==> config.mk <==
export PLATFORM = sky130hd
export DESIGN_NAME = lsu_result
export DESIGN_NICKNAME = d
export VERILOG_FILES = /design/src/source/lsu_isa_pkg.sv /design/src/source/lsu_pipe_pkg.sv /design/src/source/lsu_result.sv
export VERILOG_INCLUDE_DIRS = /design/src /design/src/source
export SDC_FILE = /design/constraint.sdc
export NUM_CORES = 1
export LEC_CHECK = 0
export ABC_AREA = 1
export ABC_CLOCK_PERIOD_IN_PS = 800
export BUFFER_PORTS_ARGS = -buffer_cell sky130_fd_sc_hd__buf_4
export CAP_MARGIN = 20
export CORE_AREA = 2 2 54 77
export DETAILED_ROUTE_END_ITERATION = 8
export DIE_AREA = 0 0 56 79
export PLACE_DENSITY = 0.73
export SYNTH_ARGS = -nofsm -noshare
export SYNTH_HDL_FRONTEND = slang
export SYNTH_SLANG_ARGS = --single-unit
export TNS_END_PERCENT = 1
==> constraint.sdc <==
create_clock -name clk -period 0.8 [get_ports clk]
set_input_delay 0.12 -clock clk [delete_from_list [all_inputs] [get_ports clk]]
set_output_delay 0.12 -clock clk [all_outputs]
set_load 0.05 [all_outputs]
==> src/source/lsu_defs.svh <==
// Width, SRAM size and SRAM latency macros for the load/store unit
`ifndef LSU_DEFS_SVH
`define LSU_DEFS_SVH

// Datapath
`define LSU_DW 32
`define LSU_AW 32

// Command SRAM
`define SRAM_BYTES 4096
`define SRAM_DELAY 3 // Cycles from command to response

`endif

==> src/source/lsu_isa_pkg.sv <==
// Memory opcode and access size enums of the load/store instructions
package lsu_isa_pkg;

   // Load and store opcodes
   typedef enum logic [2:0] {
      LB,  // Byte, sign-extended
      LBU, // Byte, zero-extended
      LH,  // Halfword, sign-extended
      LHU, // Halfword, zero-extended
      LW,
      SB,
      SH,
      SW
   } mem_op_e;

   // Size code as seen on the SRAM command
   typedef enum logic [2:0] {
      SZ_BYTE = 3'd1,
      SZ_HALF = 3'd2,
      SZ_WORD = 3'd3
   } mem_size_e;

endpackage

==> src/source/lsu_pipe_pkg.sv <==
// Structs carried between the decode, execute, SRAM and result stages
`include "lsu_defs.svh"

package lsu_pipe_pkg;

   // Decoded access
   typedef struct packed {
      logic [`LSU_AW-1:0]    addr;
      lsu_isa_pkg::mem_size_e size;
      logic                  write;
      logic                  sext;  // Sign-extend load data
      logic [`LSU_DW-1:0]    wdata;
      logic                  fault; // Misaligned
   } dec_op_t;

   // SRAM command
   typedef struct packed {
      logic [`LSU_AW-1:0]    addr;
      lsu_isa_pkg::mem_size_e size;
      logic                  write;
      logic [`LSU_DW-1:0]    wdata;
   } mem_cmd_t;

   // Raw SRAM answer, still to be extended
   typedef struct packed {
      logic [`LSU_DW-1:0]    data;
      lsu_isa_pkg::mem_size_e size;
      logic                  sext;
   } ld_rsp_t;

endpackage

==> src/source/lsu_result.sv <==
// Result stage: load data extension and completion pulse
`include "lsu_defs.svh"

module lsu_result (
   input  logic                   clk,
   input  logic                   arst_n,
   input  logic                   ld_valid,
   input  lsu_pipe_pkg::ld_rsp_t  ld_rsp,
   input  logic                   flt_valid,
   output logic                   done,
   output logic [`LSU_DW-1:0]     load_data,
   output logic                   fault
);
   import lsu_isa_pkg::*;

   logic [`LSU_DW-1:0] ext;

   always_comb begin
      case (ld_rsp.size)
         SZ_BYTE: ext = {{(`LSU_DW-8){ld_rsp.sext & ld_rsp.data[7]}},
                         ld_rsp.data[7:0]};
         SZ_HALF: ext = {{(`LSU_DW-16){ld_rsp.sext & ld_rsp.data[15]}},
                         ld_rsp.data[15:0]};
         default: ext = ld_rsp.data; // Words and stores as they come
      endcase
   end

   always_ff @(posedge clk or negedge arst_n) begin
      if (!arst_n) begin
         done  <= 1'b0;
         fault <= 1'b0;
      end else begin
         done  <= ld_valid | flt_valid;
         fault <= flt_valid;
      end
   end

   always_ff @(posedge clk) begin
      if (ld_valid || flt_valid) begin
         load_data <= ld_valid ? ext : '0;
      end
   end

   a_one_source: assert property (@(posedge clk) disable iff (!arst_n)
      !(ld_valid && flt_valid))
      else $error("lsu_result: load and fault completion in one cycle");

endmodule

==> PnR_summary.wiki <==
{| class="wikitable"
! Metric !! Value
|-
| Result of the run || finished with violations
|-
| Failing checks || negative setup slack
|-
| Die height || 79 um
|-
| Leakage power total || 0.00125 uW
|-
| CTS tree || done
|-
| Final RePlAce weighted congestion || 0.739
|-
| Antenna fix cells || 0
|-
| Final setup fails || 34
|-
| Data arrival, critical path || 860 ps
|-
| Mean instance size in the synthesized netlist || 10.7 um2
|-
| Worst min-delay path class || primary input to flip-flop
|-
| Final worst setup slack || -175 ps
|-
| Crit-path max cell delay || 400 ps
|-
| List of cells traversed by the critical path || buf_6
|-
| Share of final-layout standard cells stronger than drive strength 1 || 55.8%
|-
| Flop and latch count out of synthesis || 34
|-
| Width of the die || 56 um
|-
| Final routed DRC violation total || 0
|-
| Global-route usage over all layers || 14.9%
|-
| H-Tree Depth || 2
|-
| Boundary Pins || 74
|-
| Global route total overflow || 0
|-
| Starting DRT DRC Count || 25
|-
| TritonCTS buffer count || 5
|-
| Actual transition at the worst max-transition pin || 452 ps
|-
| Final antenna-violating net count || 0
|-
| First-pass GRT wire length || 5.13 mm
|-
| Total clock sinks || 34
|-
| Portion of the post-synthesis area used by sequential elements || 62.3%
|-
| Routed wire length || 3.20 mm
|-
| Max-cap violations || 0
|-
| Maximum fanout along the worst path || 1
|-
| Number of distinct standard cells referenced by the synthesized netlist || 16
|-
| Clock tree root buffer cell || clkbuf_8
|-
| CP Class || flip-flop to primary output
|-
| Relative slew margins || 69.9%
|-
| Final Total Pwr || 5170 uW
|-
| Power density over the cells || 2000 nW/um2
|-
| Area Growth Syn to Fin || 59.5%
|-
| Fraction of the cycle the final worst path needs || 122%
|-
| Cell type of the slowest stage on the worst timing path || edfxtp_1
|-
| Synthesis Warnings || 0
|-
| CTS clk-pin slew, worst paths || 70 ps
|-
| Number of antenna violations at the first check in global routing || 0
|-
| Via count of the first global-routing pass || 1,194
|-
| Net count reported at finish || 279
|-
| Routed vias/inst || 4.45
|-
| Net Count, Synth || 192
|-
| Core ar. || 3780 um2
|-
| Element type at the critical path end || primary output
|-
| Maximum buffer depth of the clock tree || 2
|-
| Startpoint type of the worst setup path || flip-flop
|-
| Max Clk Rate || 1.03 GHz
|-
| Number of pins exceeding their max-slew limit in the final report || 0
|-
| Number of buffers and inverters on the critical path || 1
|-
| Synthesized netlist cell count || 152
|-
| Worst path top cell family by delay || flip-flops
|-
| Final core area utilization || 68.4%
|-
| TritonRoute pass-1 iters || 4
|-
| Vias post-DR || 1,259
|-
| Row count || 27
|-
| Setup repair bufs after CTS || 0
|-
| Mapped cell area || 1620 um2
|-
| Initial core utilization || 42.9%
|-
| Required arrival time at the worst endpoint || 680 ps
|-
| Clock period minus worst slack || 975 ps
|-
| HPWL reported at the end of detailed placement || 2.44 mm
|-
| Total count of hold-check failures in the final report || 0
|-
| Largest net degree at the start of global routing || 34
|-
| Worst supply voltage drop on vdd || 1.59 mV
|-
| Die area || 4420 um2
|-
| Unrepaired setup endpoints after global routing || true
|-
| Post-detailed-route wirelength per cell || 11.3 um
|-
| Port buffer count || 73
|}
cells by family (layout without fill, tap and decap cells):
family                 after synthesis  after routing  synth area share (%)
AO/OA/AOI/OAI                        8              8                  2.47
AND/OR/NAND/NOR                     75             75                  25.4
flip-flops                          34             34                  62.3
buffers and inverters               35            123                  9.80
final cells by class:
class	count	area [um2]
fill	282	1200
multi-input combinational	83	502
sequential	34	1010
inverter	30	123
timing repair buffer	85	787
clock buffer	8	110
tap	43	53.8
final timing paths:
| check | start | end | slack (ps) | cells past startpoint |
|---|---|---|---|---|
| min in group asynchronous | arst_n | fault$_DFF_PN0_ | 160 | 2 |
| worst min-delay path | ld_rsp[7] | load_data[3]$_SDFFCE_PN0P_ | 90 | 3 |
| max in group asynchronous | arst_n | done$_DFF_PN0_ | 560 | 2 |
| worst max-delay path | load_data[24]$_SDFFCE_PN0P_ | load_data[24] | -180 | 1 |
sequential cells by signal, indices dropped and copies added (netlist names):
| name | cells |
|---|---|
| load_data | 32 |
| fault | 1 |
| done | 1 |
where the power goes:
part | switching, uW | leakage [uW] | internal (uW)
registers | 76.1 | 0.000362 | 2140
logic | 922 | 0.000832 | 577
clock network | 590 | 0.0000575 | 868
total | 1590 | 0.00125 | 3590
cells in the mapped netlist:
| library cell | n | area [um2] |
|---|---|---|
| edfxtp_1 | 32 | 961 |
| nor2_2 | 30 | 188 |
| inv_1 | 27 | 101 |
| nor2_1 | 19 | 71.3 |
| nand2_1 | 18 | 67.6 |
| a21oi_1 | 8 | 40.0 |
| buf_2 | 3 | 15.0 |
| inv_2 | 3 | 11.3 |
| dfrtp_1 | 2 | 50.1 |
| nand2_4 | 2 | 22.5 |
| nand3_1 | 2 | 10.0 |
| nand3_4 | 2 | 35.0 |
| buf_12 | 1 | 20.0 |
| buf_6 | 1 | 11.3 |
| nor2_4 | 1 | 11.3 |
| or2_2 | 1 | 6.26 |
cell usage in the layout (no fill, tap or decap), types with 2 or more instances in the layout:
cell,count
nand3_4,3
edfxtp_1,32
dfrtp_1,2
buf_6,35
inv_1,27
a21oi_1,6
a21oi_2,2
nor2_1,19
nor2_2,29
clkbuf_8,8
nand2_1,18
nor2_4,2
nand2_8,2
dlygate4sd3_1,2
buf_4,47
tightest hold or removal path: cells and delay by family:
| kind | cells | cell delay, ps |
|---|---|---|
| and+or+nand+nor | 1 | 40 |
| buffers and inverters | 2 | 120 |
repair_timing:
item                                    4_1_cts  5_1_grt
hold buffers                                  2        0
endpoints found under the setup margin       44       54
endpoints found under the hold margin         3        0
resized for setup                            37        5
pin swaps                                     0        0
layer usage:
| layer | part of all wire (%) | vias to the layer above | track usage (%) |
|---|---|---|---|
| met3 | 4.7 | 5 | 2.77 |
| met4 | 1.8 | 0 | 6.43 |
| li1 | - | 642 | - |
| met5 | 0 | - | 0 |
| met1 | 34 | 571 | 14.6 |
| met2 | 59 | 41 | 29.4 |
per-stage QoR:
stage | worst slack (ps) | instance area (um2) | std cells | TNS (ps) | hold slack [ps]
after floorplan | -171 | 1640 | 152 | -7690 | -176
after CTS | -196 | 2560 | 283 | -5430 | 85.5
after global placement | -307 | 2280 | 273 | -12610 | -98.2
final | -175 | 2590 | 283 | -5070 | 93.2
after detailed placement | -330 | 2280 | 273 | -13200 | -93.7
after global routing | -214 | 2590 | 283 | -5990 | 95.4
(Power assumes the default switching activity.)
