$ cat config.mk
export PLATFORM = sky130hd
export DESIGN_NAME = lsu_execute
export DESIGN_NICKNAME = d
export VERILOG_FILES = /design/src/source/lsu_isa_pkg.sv /design/src/source/lsu_pipe_pkg.sv /design/src/source/lsu_execute.sv
export VERILOG_INCLUDE_DIRS = /design/src /design/src/source
export SDC_FILE = /design/constraint.sdc
export NUM_CORES = 1
export LEC_CHECK = 0
export BUFFER_PORTS_ARGS = -buffer_cell sky130_fd_sc_hd__buf_2
export CORE_AREA = 2 2 83 125
export DETAILED_ROUTE_END_ITERATION = 7
export DIE_AREA = 0 0 85 127
export GPL_TIMING_DRIVEN = 0
export HOLD_SLACK_MARGIN = 0.02
export MAX_ROUTING_LAYER = met4
export PLACE_DENSITY = 0.78
export RECOVER_POWER = 50
export SLEW_MARGIN = 20
export SYNTH_ARGS = -nofsm -noshare
export SYNTH_HDL_FRONTEND = slang
export SYNTH_SLANG_ARGS = --single-unit
$ cat constraint.sdc
create_clock -name clk -period 4.4 [get_ports clk]
set_clock_uncertainty 0.2 [all_clocks]
set_input_delay 0.22 -clock clk [delete_from_list [all_inputs] [get_ports clk]]
set_output_delay 0.22 -clock clk [all_outputs]
set_load 0.02 [all_outputs]
$ cat src/source/lsu_defs.svh
// Width, SRAM size and SRAM latency macros for the load/store unit
`ifndef LSU_DEFS_SVH
`define LSU_DEFS_SVH

// Datapath
`define LSU_DW 32
`define LSU_AW 32

// Command SRAM
`define SRAM_BYTES 4096
`define SRAM_DELAY 3 // Cycles from command to response

`endif

$ cat src/source/lsu_isa_pkg.sv
// Memory opcode and access size enums of the load/store instructions
package lsu_isa_pkg;

   // Load and store opcodes
   typedef enum logic [2:0] {
      LB,  // Byte, sign-extended
      LBU, // Byte, zero-extended
      LH,  // Halfword, sign-extended
      LHU, // Halfword, zero-extended
      LW,
      SB,
      SH,
      SW
   } mem_op_e;

   // Size code as seen on the SRAM command
   typedef enum logic [2:0] {
      SZ_BYTE = 3'd1,
      SZ_HALF = 3'd2,
      SZ_WORD = 3'd3
   } mem_size_e;

endpackage

$ cat src/source/lsu_pipe_pkg.sv
// Structs carried between the decode, execute, SRAM and result stages
`include "lsu_defs.svh"

package lsu_pipe_pkg;

   // Decoded access
   typedef struct packed {
      logic [`LSU_AW-1:0]    addr;
      lsu_isa_pkg::mem_size_e size;
      logic                  write;
      logic                  sext;  // Sign-extend load data
      logic [`LSU_DW-1:0]    wdata;
      logic                  fault; // Misaligned
   } dec_op_t;

   // SRAM command
   typedef struct packed {
      logic [`LSU_AW-1:0]    addr;
      lsu_isa_pkg::mem_size_e size;
      logic                  write;
      logic [`LSU_DW-1:0]    wdata;
   } mem_cmd_t;

   // Raw SRAM answer, still to be extended
   typedef struct packed {
      logic [`LSU_DW-1:0]    data;
      lsu_isa_pkg::mem_size_e size;
      logic                  sext;
   } ld_rsp_t;

endpackage

$ cat src/source/lsu_execute.sv
// Execute stage: SRAM command handshake, response capture and fault bypass
`include "lsu_defs.svh"

module lsu_execute (
   input  logic                    clk,
   input  logic                    arst_n,
   input  logic                    dec_valid,
   input  lsu_pipe_pkg::dec_op_t   dec_op,
   output logic                    cmd_valid,
   input  logic                    cmd_ready,
   output lsu_pipe_pkg::mem_cmd_t  cmd,
   input  logic                    rsp_valid,
   output logic                    rsp_ready,
   input  logic [`LSU_DW-1:0]      rd_data,
   output logic                    ld_valid,
   output lsu_pipe_pkg::ld_rsp_t   ld_rsp,
   output logic                    flt_valid,
   output logic                    busy
);
   import lsu_pipe_pkg::*;

   typedef enum logic [1:0] {IDLE, ISSUE, WAIT} state_e;

   state_e  state;
   state_e  state_nxt;
   dec_op_t op_r;
   dec_op_t cur_op;
   logic    start;
   logic    cmd_fire;
   logic    rsp_fire;

   // Command goes out in the decode cycle itself
   assign cur_op = (state == IDLE) ? dec_op : op_r;
   assign start = (state == IDLE) & dec_valid & ~dec_op.fault;

   assign cmd_valid = start | (state == ISSUE);
   assign cmd = '{addr: cur_op.addr, size: cur_op.size, write: cur_op.write,
                  wdata: cur_op.wdata};
   assign rsp_ready = (state == WAIT);

   assign cmd_fire = cmd_valid & cmd_ready;
   assign rsp_fire = rsp_valid & rsp_ready;

   always_comb begin
      state_nxt = state;
      case (state)
         IDLE:  if (start) state_nxt = cmd_fire ? WAIT : ISSUE;
         ISSUE: if (cmd_fire) state_nxt = WAIT;
         WAIT:  if (rsp_fire) state_nxt = IDLE;
         default: state_nxt = IDLE;
      endcase
   end

   always_ff @(posedge clk or negedge arst_n) begin
      if (!arst_n) begin
         state     <= IDLE;
         ld_valid  <= 1'b0;
         flt_valid <= 1'b0;
      end else begin
         state     <= state_nxt;
         ld_valid  <= rsp_fire;
         flt_valid <= (state == IDLE) & dec_valid & dec_op.fault;
      end
   end

   always_ff @(posedge clk) begin
      if ((state == IDLE) && dec_valid) begin
         op_r <= dec_op;
      end
      if (rsp_fire) begin
         // Stores report completion only
         ld_rsp <= '{data: rd_data & {`LSU_DW{~op_r.write}}, size: op_r.size,
                     sext: op_r.sext & ~op_r.write};
      end
   end

   assign busy = (state != IDLE) | ld_valid | flt_valid;

   a_no_cmd_on_fault: assert property (@(posedge clk) disable iff (!arst_n)
      dec_valid && dec_op.fault |-> !cmd_valid)
      else $error("lsu_execute: command issued for a faulted access");

endmodule

==> qor.txt <==
Via count: 3325
F_max: 337 MHz
Netlist cell types: 17
Final min period: 2.97 ns
Mapped Cells: 233
Initial core utilization: 45.4%
Max-capacitance violation count: 1
Initial antenna violation count: 0
Gpl congestion: 0.786
Post-route ant nets: 0
HPWL after DPL: 6940 um
Seq/Total Area, Yosys: 74.3%
DR vias/cell: 4.83
Total Routing Usage GR: 21.6%
Post-Syn Area: 4380 um2
Critical path cell sequence: nor2b_1 -> and2_0 -> clkbuf_1
Worst slew margin: -1.27%
Root buffer cell: clkbuf_16
Nets@finish: 675
Number of diodes: 0
Share of layout cells above drive strength 1: 39.3%
Area grow syn2layout: 58.0%
CP max stage delay: 1.16 ns
Reg clk slew, reported paths: 0.07 ns
Sum Neg Setup Slack: 0 ns
Period Utilization, post-route: 67.5%
Remaining DRCs: 0
Core area: 9630 um2
Min Hold Slack: 0.139 ns
Crit Path Category: register to register
Final Setup Violations: 0
Rows: 44
IO buf count: 215
Critical Path Start Type: register
Maximum fanout along the worst path: 28
Drt pass-1 iters: 4
Count of final hold-check violations: 0
Worst hold path type: input port to register
PD cells: 399 nW/um2
IR drop worst, VDD: 235 uV
CTS tree: done
Worst-Skew Late Latency: 0.34 ns
Htree depth: 3
Pins Over Slew Limit: 29
First-pass GRT wire length: 17700 um
Vias in the first global route: 3546
Slowest stage cell, crit path: clkbuf_1
DR WL/cell: 16.7 um
Mean Syn Cell Area: 18.8 um2
Boundary pin count: 216
Most frequent cells in the layout: 131 x buf_2, 107 x dlygate4sd3_1, 105 x edfxtp_1, 82 x clkbuf_1, 63 x mux2_2
Worst Path Arrival: 2.71 ns
CTS Buf Count: 9
Die area: 10800 um2
Most common cell after layout, fill and taps aside: buf_2
Fill cell count: 640
Failing checks: max-capacitance violations, max-slew violations
RSZ-0062 raised after global routing: false
Die Y: 127 um
Total Wirelength: 11500 um
Clock Path Buffers: 2
Global route overflow: 0
Largest net degree at the start of global routing: 55
Die width: 85 um
Post-synthesis net count: 340
Setup Buffers After CTS: 0
Run status: complete, but fails checks
CP required: 4.14 ns
Worst-margin pin slew: 1.52 ns
Initial DRC Count: 92
Yosys reg bits: 109
Clock Sinks: 109
Worst setup EP type: register
Leak: 2.72 nW
Syn. warnings: 0
==> final timing paths <==
| check | startpoint | to | slack (ns) | cells past startpoint |
|---|---|---|---|---|
| setup / recovery | state[1]$_DFFE_PN0P_ | ld_rsp[26]$_DFFE_PP_ | 1.43 | 3 |
| hold / removal | dec_valid | state[0]$_DFFE_PN0P_ | 0.14 | 4 |
| setup reg to reg | state[1]$_DFFE_PN0P_ | ld_rsp[26]$_DFFE_PP_ | 1.43 | 3 |
| hold reg to reg | op_r[37]$_DFFE_PN_ | ld_rsp[3]$_DFFE_PP_ | 0.26 | 0 |
| max in group asynchronous | arst_n | state[1]$_DFFE_PN0P_ | 3.23 | 3 |
| min in group asynchronous | arst_n | ld_valid$_DFF_PN0_ | 0.58 | 3 |
==> critical path, delay by kind of cell (launching register included) <==
family	cells	cell delay, ns
buffers and inverters	1	1.16
AND/OR/NAND/NOR	2	0.79
flip-flops	1	0.42
==> per-layer routing <==
layer	track usage (%)	part of all wire, %	vias to the layer above
met2	39.6	54	160
met5	-	0	-
met4	5.70	1.8	0
li1	-	-	1552
met1	23.9	37	1599
met3	4.13	6.5	14
==> power by group <==
group          switching, mW  total (mW)  internal (mW)
combinational          0.359       0.656          0.298
clock                  0.386       0.843          0.457
sequential            0.0253        1.26           1.23
==> layout make-up <==
| cell class | instances | area [um2] | share of cell area [%] |
|---|---|---|---|
| clock buffer | 9 | 225 | 3.26 |
| clock inverter | 7 | 88.8 | 1.28 |
| inverter | 2 | 7.51 | 0.109 |
| buffer | 10 | 75.1 | 1.09 |
| sequential | 109 | 3250 | 47.0 |
| multi-input combinational | 112 | 1040 | 15.1 |
| timing repair buffer | 324 | 2080 | 30.1 |
| tap | 115 | 144 | 2.08 |
==> registers in the layout, summed over array words and instances (netlist names) <==
signal and count:
op_r 69, state 2, flt_valid 1, ld_valid 1, ld_rsp 36
==> cell usage after synthesis <==
library cell  instances  share of area [%]
nand2b_1              1               0.14
nor2b_1              35                5.0
buf_6                 3               0.77
a22o_1                1               0.20
nor2_4                1               0.26
buf_4                 4               0.69
nand2_1               1              0.086
mux2_2               63                 16
clkbuf_1              3               0.26
inv_1                 2               0.17
dfrtp_1               4                2.3
edfxtp_1            105                 72
and2_1                2               0.29
and3_1                1               0.14
mux2_1                5                1.3
a21oi_1               1               0.11
nor2_1                1              0.086
==> per-stage QoR <==
step / std cells / instance area, um2 / power, mW / util, % / setup slack, ns
after floorplan: 233 / 4380 / 1.65 / - / 1.32
after global placement: 563 / 5600 / 1.85 / 58.1 / 0.496
after detailed placement: 565 / 5650 / 1.87 / 58.6 / 2.23
after CTS: 688 / 7030 / 2.78 / 73.0 / 2.05
after global routing: 688 / 6920 / 2.86 / 71.8 / 1.26
final: 688 / 6920 / 2.76 / 71.8 / 1.43
==> cells by family after synthesis <==
kind of cell           count (synthesis)  synth area share (%)
buffers and inverters                 12                  1.89
AND/OR/NAND/NOR                       42                  6.00
multiplexers                          68                  17.5
AO/OA/AOI/OAI                          2                 0.314
flip-flops                           109                  74.3
==> repair_timing <==
action | CTS | global route
hold buffers | 107 | 0
endpoints found under the setup margin | 0 | 0
hold endpoints to repair | 108 | 0
resized for setup | 0 | 0
Power figures use the tool's default switching activity.
