`config.mk`:
```
export PLATFORM = sky130hd
export DESIGN_NAME = lsu_decode
export DESIGN_NICKNAME = d
export VERILOG_FILES = /design/src/source/lsu_isa_pkg.sv /design/src/source/lsu_pipe_pkg.sv /design/src/source/lsu_decode.sv
export VERILOG_INCLUDE_DIRS = /design/src /design/src/source
export SDC_FILE = /design/constraint.sdc
export NUM_CORES = 1
export LEC_CHECK = 0
export BUFFER_PORTS_ARGS = -buffer_cell sky130_fd_sc_hd__buf_2
export CAP_MARGIN = 0
export CORE_MARGIN = 1.5
export CORE_UTILIZATION = 45
export CTS_CLUSTER_SIZE = 16
export DETAILED_ROUTE_END_ITERATION = 8
export GPL_ROUTABILITY_DRIVEN = 0
export GPL_TIMING_DRIVEN = 1
export HOLD_SLACK_MARGIN = 0.06
export MAX_ROUTING_LAYER = met4
export PLACE_DENSITY = 0.77
export SLEW_MARGIN = 0
export SYNTH_ARGS = -nofsm -noshare
export SYNTH_HDL_FRONTEND = slang
export SYNTH_SLANG_ARGS = --single-unit
```
`constraint.sdc`:
```
create_clock -name clk -period 0.8 [get_ports clk]
set_clock_uncertainty 0.1 [all_clocks]
set_input_delay 0.16 -clock clk [delete_from_list [all_inputs] [get_ports clk]]
set_output_delay 0.16 -clock clk [all_outputs]
set_load 0.01 [all_outputs]
```
`src/source/lsu_defs.svh`:
```
// Width, SRAM size and SRAM latency macros for the load/store unit
`ifndef LSU_DEFS_SVH
`define LSU_DEFS_SVH

// Datapath
`define LSU_DW 32
`define LSU_AW 32

// Command SRAM
`define SRAM_BYTES 4096
`define SRAM_DELAY 3 // Cycles from command to response

`endif

```
`src/source/lsu_isa_pkg.sv`:
```
// Memory opcode and access size enums of the load/store instructions
package lsu_isa_pkg;

   // Load and store opcodes
   typedef enum logic [2:0] {
      LB,  // Byte, sign-extended
      LBU, // Byte, zero-extended
      LH,  // Halfword, sign-extended
      LHU, // Halfword, zero-extended
      LW,
      SB,
      SH,
      SW
   } mem_op_e;

   // Size code as seen on the SRAM command
   typedef enum logic [2:0] {
      SZ_BYTE = 3'd1,
      SZ_HALF = 3'd2,
      SZ_WORD = 3'd3
   } mem_size_e;

endpackage

```
`src/source/lsu_pipe_pkg.sv`:
```
// Structs carried between the decode, execute, SRAM and result stages
`include "lsu_defs.svh"

package lsu_pipe_pkg;

   // Decoded access
   typedef struct packed {
      logic [`LSU_AW-1:0]    addr;
      lsu_isa_pkg::mem_size_e size;
      logic                  write;
      logic                  sext;  // Sign-extend load data
      logic [`LSU_DW-1:0]    wdata;
      logic                  fault; // Misaligned
   } dec_op_t;

   // SRAM command
   typedef struct packed {
      logic [`LSU_AW-1:0]    addr;
      lsu_isa_pkg::mem_size_e size;
      logic                  write;
      logic [`LSU_DW-1:0]    wdata;
   } mem_cmd_t;

   // Raw SRAM answer, still to be extended
   typedef struct packed {
      logic [`LSU_DW-1:0]    data;
      lsu_isa_pkg::mem_size_e size;
      logic                  sext;
   } ld_rsp_t;

endpackage

```
`src/source/lsu_decode.sv`:
```
// Decode stage: effective address, size and extension rule, alignment check
`include "lsu_defs.svh"

module lsu_decode (
   input  logic                   clk,
   input  logic                   arst_n,
   input  logic                   insn_valid,
   input  lsu_isa_pkg::mem_op_e   opcode,
   input  logic [`LSU_AW-1:0]     base,
   input  logic [11:0]            offset,
   input  logic [`LSU_DW-1:0]     store_data,
   input  logic                   busy,
   output logic                   dec_valid,
   output lsu_pipe_pkg::dec_op_t  dec_op
);
   import lsu_isa_pkg::*;

   logic               accept;
   logic [`LSU_AW-1:0] ea;
   mem_size_e          acc_size;
   logic               acc_write;
   logic               acc_sext;
   logic               misaligned;

   assign accept = insn_valid & ~busy; // Strobes during an access are dropped
   assign ea = base + {{(`LSU_AW-12){offset[11]}}, offset};

   always_comb begin
      acc_size  = SZ_WORD;
      acc_write = 1'b0;
      acc_sext  = 1'b0;
      case (opcode)
         LB:  begin acc_size = SZ_BYTE; acc_sext = 1'b1; end
         LBU: acc_size = SZ_BYTE;
         LH:  begin acc_size = SZ_HALF; acc_sext = 1'b1; end
         LHU: acc_size = SZ_HALF;
         LW:  acc_size = SZ_WORD;
         SB:  begin acc_size = SZ_BYTE; acc_write = 1'b1; end
         SH:  begin acc_size = SZ_HALF; acc_write = 1'b1; end
         SW:  begin acc_size = SZ_WORD; acc_write = 1'b1; end
         default: acc_size = SZ_WORD;
      endcase
   end

   always_comb begin
      case (acc_size)
         SZ_HALF: misaligned = ea[0];
         SZ_WORD: misaligned = |ea[1:0];
         default: misaligned = 1'b0; // Bytes never fault
      endcase
   end

   always_ff @(posedge clk or negedge arst_n) begin
      if (!arst_n) begin
         dec_valid <= 1'b0;
      end else begin
         dec_valid <= accept;
      end
   end

   // Held stable until the next accepted strobe
   always_ff @(posedge clk) begin
      if (accept) begin
         dec_op <= '{addr: ea, size: acc_size, write: acc_write, sext: acc_sext,
                     wdata: store_data, fault: misaligned};
      end
   end

   a_opcode_known: assert property (@(posedge clk) disable iff (!arst_n)
      accept |-> opcode inside {LB, LBU, LH, LHU, LW, SB, SH, SW})
      else $error("lsu_decode: undefined opcode accepted");

endmodule

```
==> flow_summary.html, run 1 <==
<table>
<tr><th>Metric</th><th>Value</th></tr>
<tr><th colspan="2">Yosys</th></tr>
<tr><td>Synth Warn #</td><td>0</td></tr>
<tr><td>Cell area after technology mapping</td><td>0.00396 mm²</td></tr>
<tr><td>Most used standard cell by instance count after synthesis</td><td>sky130_fd_sc_hd__edfxtp_1</td></tr>
<tr><td>Proportion of synthesized chip area in sequential cells</td><td>0.530</td></tr>
<tr><td>Syn_area_per_cell</td><td>11.6 µm²</td></tr>
<tr><td>Commonest cells in the netlist</td><td>sky130_fd_sc_hd__edfxtp_1, sky130_fd_sc_hd__nand2_1, sky130_fd_sc_hd__ha_1</td></tr>
<tr><td>Net count after synthesis</td><td>455</td></tr>
<tr><td>Top flip-flop cell by instance count after synthesis</td><td>sky130_fd_sc_hd__edfxtp_1</td></tr>
<tr><td>Dominant cell type by area after synthesis</td><td>sky130_fd_sc_hd__edfxtp_1</td></tr>
<tr><td>FF+latch count, synth</td><td>70</td></tr>
<tr><td>Number of enable flip-flop cells after synthesis</td><td>69</td></tr>
<tr><td>Leading cell types by total area after synthesis</td><td>sky130_fd_sc_hd__edfxtp_1, sky130_fd_sc_hd__ha_1, sky130_fd_sc_hd__xnor2_1, sky130_fd_sc_hd__a21oi_1, sky130_fd_sc_hd__nand2_1</td></tr>
<tr><td>Synth Instances</td><td>340</td></tr>
<tr><td>Area share of the largest cell type after synthesis</td><td>0.524</td></tr>
<tr><td>Asr flop ratio synth</td><td>0.0143</td></tr>
<tr><td>Netlist cell types</td><td>51</td></tr>
<tr><th colspan="2">Placed design</th></tr>
<tr><td>Place WS</td><td>-1.87 ns</td></tr>
<tr><td>Final HPWL DP</td><td>about 8.7 mm</td></tr>
<tr><td>Total instance count after detailed placement</td><td>689</td></tr>
<tr><td>Port Buffers</td><td>152</td></tr>
<tr><th colspan="2">Critical path</th></tr>
<tr><td>Critical Path AT</td><td>between 2 and 2.5 ns</td></tr>
<tr><td>Slowest Stage Delay on Critical Path</td><td>0.36 ns</td></tr>
<tr><td>CP cell instances</td><td>buf_6 &gt; ha_4 &gt; fa_2 &gt; a21o_1 &gt; a211o_1 &gt; a211o_1 &gt; a21boi_4 &gt; o21ai_2 &gt; a21oi_2 &gt; xnor2_1</td></tr>
<tr><td>Class of the most critical setup path</td><td>in2reg</td></tr>
<tr><td>Kind of capture point of the worst setup path</td><td>flip-flop</td></tr>
<tr><td>Most used cell along the critical path</td><td>sky130_fd_sc_hd__a211o_1</td></tr>
<tr><td>Largest fanout on the critical path</td><td>5</td></tr>
<tr><td>Max stage delay cell, worst path</td><td>sky130_fd_sc_hd__a211o_1</td></tr>
<tr><td>Crit start category</td><td>input port</td></tr>
<tr><td>Worst endpoint required time</td><td>0.79 ns</td></tr>
<tr><th colspan="2">Status</th></tr>
<tr><td>Violations in the final reports</td><td>hold timing, setup timing</td></tr>
<tr><td>Outcome</td><td>finished, violations left</td></tr>
<tr><th colspan="2">Clock network</th></tr>
<tr><td>Max Root-Sink Buffers</td><td>2</td></tr>
<tr><td>Clock transition time at the flip-flop clock pins of the worst setup and hold paths</td><td>0.08 ns</td></tr>
<tr><td>Root buffer selected by CTS</td><td>sky130_fd_sc_hd__clkbuf_8</td></tr>
<tr><td>Number of CTS-inserted buffers</td><td>9</td></tr>
<tr><td>Count of H-tree levels built during CTS</td><td>3</td></tr>
<tr><td>TritonCTS clock tree</td><td>done</td></tr>
<tr><td>Total clock sinks</td><td>70</td></tr>
<tr><th colspan="2">Finish</th></tr>
<tr><td>Diodes inserted</td><td>0</td></tr>
<tr><td>P&amp;R area growth vs syn</td><td>71.2%</td></tr>
<tr><td>Proportion of layout cells with a drive suffix above 1</td><td>0.547</td></tr>
<tr><td>Number of nets at the end of the flow</td><td>752</td></tr>
<tr><td>Number of non-filler instances in the completed layout</td><td>750</td></tr>
<tr><td>Filler instances</td><td>505</td></tr>
<tr><th colspan="2">STA</th></tr>
<tr><td>Smallest hold slack</td><td>-0.0836 ns</td></tr>
<tr><td>Final setup vio count</td><td>122</td></tr>
<tr><td>Setup repair after global routing missed its margin</td><td>yes</td></tr>
<tr><td>Period utilization</td><td>2.76</td></tr>
<tr><td>Final worst path period need</td><td>about 2.2 ns</td></tr>
<tr><td>Highest attainable clock frequency</td><td>454 MHz</td></tr>
<tr><td>Worst setup slack after layout</td><td>-1.40 ns</td></tr>
<tr><td>Fin. max-slew vios</td><td>0</td></tr>
<tr><td>Final Hold Violating Endpoints</td><td>2</td></tr>
<tr><th colspan="2">Route</th></tr>
<tr><td>Highest metal layer with signal wires</td><td>met4</td></tr>
<tr><td>Remaining routing DRC violations</td><td>0</td></tr>
<tr><td>Total routed wirelength</td><td>around 13 mm</td></tr>
<tr><td>Number of iterations in the first detailed-routing pass</td><td>5</td></tr>
<tr><td>Antenna viol nets, final</td><td>0</td></tr>
<tr><td>Routed met1 length</td><td>about 5 mm</td></tr>
<tr><td>Number of vias per cell after detailed routing</td><td>5.44</td></tr>
<tr><td>Vias</td><td>4078</td></tr>
<tr><td>Number of DRC markers after the initial detailed-route iteration</td><td>227</td></tr>
<tr><td>WL met3</td><td>a little under 900 µm</td></tr>
<tr><td>Drt wl/cell</td><td>between 15 and 20 µm</td></tr>
<tr><td>Met2 routed WL</td><td>6.71 mm</td></tr>
<tr><th colspan="2">Floorplanning</th></tr>
<tr><td>Top-Level Pins</td><td>between 150 and 200</td></tr>
<tr><td>Die Area</td><td>~0.0094 mm²</td></tr>
<tr><td>Width of the die</td><td>96.8 µm</td></tr>
<tr><td>Area of the core</td><td>0.00864 mm²</td></tr>
<tr><td>Initial Util</td><td>0.458</td></tr>
<tr><td>Placement row count</td><td>34</td></tr>
<tr><td>Die extent in y</td><td>96.8 µm</td></tr>
<tr><th colspan="2">GRT</th></tr>
<tr><td>Final global-route overflow total</td><td>0</td></tr>
<tr><td>Overall Global Routing Usage</td><td>0.254</td></tr>
<tr><td>Vias in the first global route</td><td>3941</td></tr>
<tr><td>Largest net degree at the start of global routing</td><td>40</td></tr>
<tr><td>Global-route wire length before repair</td><td>18.7 mm</td></tr>
<tr><td>Number of antenna violations at the first check in global routing</td><td>0</td></tr>
<tr><th colspan="2">Power and ir drop</th></tr>
<tr><td>Total power draw</td><td>roughly 11 mW</td></tr>
<tr><td>PwrDens</td><td>1690 mW/mm²</td></tr>
<tr><td>Leakage dissipation</td><td>2.95 nW</td></tr>
<tr><td>Worst-case vdd ir drop</td><td>0.000745 V</td></tr>
<tr><th colspan="2">Hold path</th></tr>
<tr><td>Min-Delay Path Class</td><td>in2reg</td></tr>
<tr><td>Hold Path Cell Cnt</td><td>1</td></tr>
<tr><td>Origin of the worst min-delay path</td><td>store_data[3]</td></tr>
<tr><td>Destination of the worst hold path</td><td>dec_op[4]</td></tr>
<tr><th colspan="2">Flow run</th></tr>
<tr><td>Number of max-cap violations</td><td>0</td></tr>
</table>
flip-flops by register name, indices dropped and copies added, names as in the netlist:
| name | flops |
|---|---|
| dec_op | 69 |
| dec_valid | 1 |
worst max-delay path by stage:
stage            endpoint  slack, ns        from  depth (start not counted)
4_1_cts        dec_op[64]      -1.40     base[0]                         10
5_1_grt        dec_op[66]      -1.47  offset[11]                         12
3_5_place_dp   dec_op[64]      -1.87   offset[0]                         10
6_report       dec_op[56]      -1.40     base[0]                         10
2_1_floorplan  dec_op[64]      -1.59   offset[0]                          9
3_3_place_gp   dec_op[64]      -1.81   offset[0]                         10
cell type report:
cell class | instances | area [µm²] | share of cell area
clock buffers | 9 | 124 | 0.0183
repair buffers | 292 | 2040 | 0.302
clock inverters | 7 | 82.6 | 0.0122
flip-flops and latches | 70 | 2100 | 0.310
well taps | 108 | 135 | 0.0200
inverters | 7 | 26.3 | 0.00388
multi-input cells | 257 | 2260 | 0.334
worst max-delay path, delay by kind of cell:
kind	cells	cell delay, ns
AO/OA/AOI/OAI	6	1.37
XOR/XNOR	1	0.08
adder cells (fa/ha/maj)	2	0.49
buffers and inverters	1	0.10
logic make-up after synthesis:
group                      count (synthesis)  share of synthesized area
AOI/OAI and AO/OA                         98                      0.176
and+or+nand+nor                           96                      0.109
DFF                                       70                      0.530
adders and majority gates                 32                      0.103
xor gates and xnor gates                  29                     0.0642
buffers and inverters                     13                     0.0142
other                                      1                   0.000948
muxes                                      1                    0.00253
where the power goes:
group | total [mW] | switching (mW) | internal, mW | leakage [nW]
combinational | 3.94 | 1.92 | 2.02 | 2.19
clock | 2.93 | 1.45 | 1.48 | 0.0980
sequential | 4.54 | 0.0841 | 4.46 | 0.660
total | 11.4 | 3.46 | 7.96 | 2.95
per-layer routing:
metal  vias up  GRT usage
met5         -          -
met4         0      0.106
met3        45     0.0499
met2       237      0.443
met1      1907      0.283
li1       1889          -
stage by stage:
step	util	TNS, ns	cell area, µm²	hold slack (ns)
after floorplan	-	-98.57	4160	-0.236
after global placement	0.667	-63.29	5760	-0.165
after detailed placement	0.667	-65.80	5760	-0.160
after CTS	0.744	-54.57	6420	-0.109
after global routing	0.784	-59.36	6770	-0.0960
final	0.784	-55.16	6770	-0.0836
cells in the final DEF (no fill, tap or decap), drive strengths merged, types with 2 or more instances in the layout:
master	instances
ha	31
a21o	11
o2111ai	3
nand4	4
nor2	27
buf	261
a22o	2
o31ai	4
a2111oi	2
xnor2	18
a31oi	7
o21ai	11
o21a	3
edfxtp	69
clkbuf	9
a211o	2
nor4	3
a21oi	34
o211ai	4
dlygate4sd3	29
xor2	11
nand2	36
o21bai	5
clkinvlp	2
o31a	2
dlymetal6s4s	2
nor2b	3
inv	9
nor3	8
clkinv	2
nand3	9
a21boi	2
repair_timing:
| item | CTS | global route |
|---|---|---|
| gates resized for setup | 38 | 38 |
| endpoints found under the setup margin | 102 | 108 |
| hold buffers | 19 | 12 |
| buffers inserted | 12 | 9 |
| pin swaps | 36 | 38 |
| endpoints found under the hold margin | 36 | 16 |
No activity file was read; power rests on OpenSTA's default activity.
==> inputs of run 2 (changes only) <==
==> constraint.sdc (replaced) <==
create_clock -name clk -period 0.8 [get_ports clk]
set_clock_uncertainty 0.1 [all_clocks]
set_input_delay 0.04 -clock clk [delete_from_list [all_inputs] [get_ports clk]]
set_output_delay 0.04 -clock clk [all_outputs]
set_load 0.01 [all_outputs]
==> flow_summary.html, run 2 (synthesis results as in run 1) <==
<table>
<tr><th>Metric</th><th>Value</th></tr>
<tr><th colspan="2">Route</th></tr>
<tr><td>Drt wl/cell</td><td>17.1 µm (-0.37%)</td></tr>
<tr><td>Number of vias per cell after detailed routing</td><td>5.34 (-1.7%)</td></tr>
<tr><td>Number of DRC markers after the initial detailed-route iteration</td><td>235 (+3.5%)</td></tr>
<tr><td>Total routed wirelength</td><td>13.1 mm (+1.5%)</td></tr>
<tr><td>Antenna viol nets, final</td><td>0 (unchanged)</td></tr>
<tr><td>Remaining routing DRC violations</td><td>0 (unchanged)</td></tr>
<tr><td>Number of iterations in the first detailed-routing pass</td><td>4 (-1)</td></tr>
<tr><td>Vias</td><td>4083 (+0.12%)</td></tr>
<tr><th colspan="2">Finish</th></tr>
<tr><td>Diodes inserted</td><td>0 (unchanged)</td></tr>
<tr><td>Number of non-filler instances in the completed layout</td><td>764 (+1.9%)</td></tr>
<tr><td>P&amp;R area growth vs syn</td><td>74.6%</td></tr>
<tr><td>Registers with the most flip-flops</td><td>dec_op x69, dec_valid x1</td></tr>
<tr><td>Most flops, register</td><td>dec_op</td></tr>
<tr><td>Number of nets at the end of the flow</td><td>766 (+1.9%)</td></tr>
<tr><td>Most used cells in the layout excluding fill and tap cells</td><td>sky130_fd_sc_hd__buf_2, sky130_fd_sc_hd__buf_4, sky130_fd_sc_hd__edfxtp_1, sky130_fd_sc_hd__dlygate4sd3_1, sky130_fd_sc_hd__nand2_1</td></tr>
<tr><td>Flip-flop count of the largest register, all copies and words added</td><td>69 (unchanged)</td></tr>
<tr><td>Proportion of layout cells with a drive suffix above 1</td><td>0.544 (-0.00252)</td></tr>
<tr><td>Leading cell type in the layout, fill and taps excluded</td><td>sky130_fd_sc_hd__buf_2</td></tr>
<tr><td>Core Util, Final</td><td>0.799 (+0.0154)</td></tr>
<tr><td>Post-layout instance area</td><td>0.00690 mm² (+2.0%)</td></tr>
<tr><td>Filler instances</td><td>512 (+1.4%)</td></tr>
<tr><th colspan="2">Floorplanning</th></tr>
<tr><td>Top-Level Pins</td><td>154 (unchanged)</td></tr>
<tr><td>Initial Util</td><td>0.458 (unchanged)</td></tr>
<tr><td>Width of the die</td><td>96.8 µm (unchanged)</td></tr>
<tr><td>Area of the core</td><td>0.00864 mm² (unchanged)</td></tr>
<tr><td>Die extent in y</td><td>96.8 µm (unchanged)</td></tr>
<tr><td>Placement row count</td><td>34 (unchanged)</td></tr>
<tr><td>Die Area</td><td>0.00936 mm² (unchanged)</td></tr>
<tr><th colspan="2">Status</th></tr>
<tr><td>Violations in the final reports</td><td>hold timing, setup timing</td></tr>
<tr><td>Outcome</td><td>finished, violations left</td></tr>
<tr><th colspan="2">STA</th></tr>
<tr><td>Period utilization</td><td>2.67 (-0.0850)</td></tr>
<tr><td>Setup repair after global routing missed its margin</td><td>yes</td></tr>
<tr><td>Final setup vio count</td><td>104 (-15%)</td></tr>
<tr><td>Final Hold Violating Endpoints</td><td>4 (+2)</td></tr>
<tr><td>Worst-case headroom to the max-slew limit</td><td>0.636</td></tr>
<tr><td>Fin. max-slew vios</td><td>0 (unchanged)</td></tr>
<tr><td>Highest attainable clock frequency</td><td>468 MHz (+3.2%)</td></tr>
<tr><td>Total Negative Setup Slacks</td><td>-43.13 ns (+12.03 ns)</td></tr>
<tr><td>Worst setup slack after layout</td><td>-1.34 ns (+0.0680 ns)</td></tr>
<tr><td>Final worst path period need</td><td>2.14 ns (-0.0680 ns)</td></tr>
<tr><td>Smallest hold slack</td><td>-0.0816 ns (+0.00201 ns)</td></tr>
<tr><td>Actual slew at the worst max-slew pin</td><td>0.542 ns</td></tr>
<tr><th colspan="2">Clock network</th></tr>
<tr><td>Root buffer selected by CTS</td><td>sky130_fd_sc_hd__clkbuf_8</td></tr>
<tr><td>TritonCTS clock tree</td><td>done</td></tr>
<tr><td>Clock transition time at the flip-flop clock pins of the worst setup and hold paths</td><td>0.08 ns (about the same)</td></tr>
<tr><td>Max Root-Sink Buffers</td><td>2 (unchanged)</td></tr>
<tr><td>Number of CTS-inserted buffers</td><td>9 (unchanged)</td></tr>
<tr><td>Total clock sinks</td><td>70 (unchanged)</td></tr>
<tr><td>Count of H-tree levels built during CTS</td><td>3 (unchanged)</td></tr>
<tr><th colspan="2">GRT</th></tr>
<tr><td>Global-route wire length before repair</td><td>19.0 mm (+1.7%)</td></tr>
<tr><td>Overall Global Routing Usage</td><td>0.263 (+0.00898)</td></tr>
<tr><td>Number of antenna violations at the first check in global routing</td><td>0 (unchanged)</td></tr>
<tr><td>Largest net degree at the start of global routing</td><td>40 (unchanged)</td></tr>
<tr><td>Final global-route overflow total</td><td>0 (unchanged)</td></tr>
<tr><td>Vias in the first global route</td><td>3924 (-0.43%)</td></tr>
<tr><th colspan="2">Critical path</th></tr>
<tr><td>Launching instance or port of the critical path</td><td>offset[11]</td></tr>
<tr><td>Crit start category</td><td>input port</td></tr>
<tr><td>Class of the most critical setup path</td><td>in2reg</td></tr>
<tr><td>Kind of capture point of the worst setup path</td><td>flip-flop</td></tr>
<tr><td>Largest fanout on the critical path</td><td>7 (+2)</td></tr>
<tr><td>Worst endpoint required time</td><td>0.80 ns (about the same)</td></tr>
<tr><td>Critical Path AT</td><td>2.14 ns (-0.05 ns)</td></tr>
<tr><th colspan="2">Hold path</th></tr>
<tr><td>Min-Delay Path Class</td><td>in2reg</td></tr>
<tr><td>Origin of the worst min-delay path</td><td>offset[0]</td></tr>
<tr><th colspan="2">Placed design</th></tr>
<tr><td>Total instance count after detailed placement</td><td>690 (+0.15%)</td></tr>
<tr><td>Total cell area at the placement stage</td><td>0.00577 mm² (+0.13%)</td></tr>
<tr><td>Port Buffers</td><td>152 (unchanged)</td></tr>
<tr><td>Final HPWL DP</td><td>8.72 mm (+0.53%)</td></tr>
<tr><td>Place WS</td><td>-1.75 ns (+0.114 ns)</td></tr>
<tr><th colspan="2">Power and ir drop</th></tr>
<tr><td>Worst-case vdd ir drop</td><td>0.00113 V (+51%)</td></tr>
<tr><td>Leakage dissipation</td><td>3.04 nW (+2.9%)</td></tr>
<tr><td>PwrDens</td><td>1780 mW/mm² (+5.6%)</td></tr>
<tr><td>Total power draw</td><td>12.3 mW (+7.7%)</td></tr>
<tr><th colspan="2">Flow run</th></tr>
<tr><td>Number of max-cap violations</td><td>0 (unchanged)</td></tr>
</table>
-- run 2: report_power, final --
part           leakage (nW)  total (mW)  internal (mW)  switching [mW]
sequential            0.660        4.54           4.46          0.0819
clock                 0.130        3.76           2.40            1.36
combinational          2.25        3.99           2.06            1.93
-- run 2: cell type report --
type / instances / area [µm²] / share of cell area
flip-flops and latches: 70 / 2100 / 0.304
well taps: 108 / 135 / 0.0196
clock inverters: 7 / 145 / 0.0210
repair buffers: 306 / 2130 / 0.309
clock buffers: 9 / 124 / 0.0179
inverters: 7 / 26.3 / 0.00381
multi-input cells: 257 / 2250 / 0.325
-- run 2: routing by layer --
metal | vias up | routed length [µm] | track usage
met5 | - | 0 | -
met4 | 0 | 486 | 0.104
met3 | 43 | 720 | 0.0542
met2 | 196 | 6920 | 0.456
met1 | 1924 | 4950 | 0.296
li1 | 1920 | - | -
-- run 2: final timing paths --
| check | end | slack [ns] | cells past startpoint |
|---|---|---|---|
| setup / recovery | dec_op[64] | -1.34 | 10 |
| hold / removal | dec_op[38] | -0.08 | 2 |
| max in group asynchronous | dec_valid | 0.06 | 3 |
| min in group asynchronous | dec_valid | 0.43 | 3 |
-- run 2: critical path, cell delays in order --
cell,delay [ns]
sky130_fd_sc_hd__buf_8,0.11
sky130_fd_sc_hd__buf_12,0.13
sky130_fd_sc_hd__buf_8,0.14
sky130_fd_sc_hd__ha_4,0.31
sky130_fd_sc_hd__nand4_1,0.19
sky130_fd_sc_hd__o31ai_1,0.55
sky130_fd_sc_hd__nand2_4,0.14
sky130_fd_sc_hd__buf_4,0.17
sky130_fd_sc_hd__nor3_1,0.14
sky130_fd_sc_hd__and4b_1,0.20
-- run 2: repair_timing --
| action | in CTS | in global routing |
|---|---|---|
| pin swaps | 27 | 30 |
| hold buffers | 35 | 1 |
| endpoints found under the hold margin | 40 | 7 |
| endpoints found under the setup margin | 102 | 104 |
| buffers inserted | 14 | 13 |
| resized for setup | 33 | 35 |
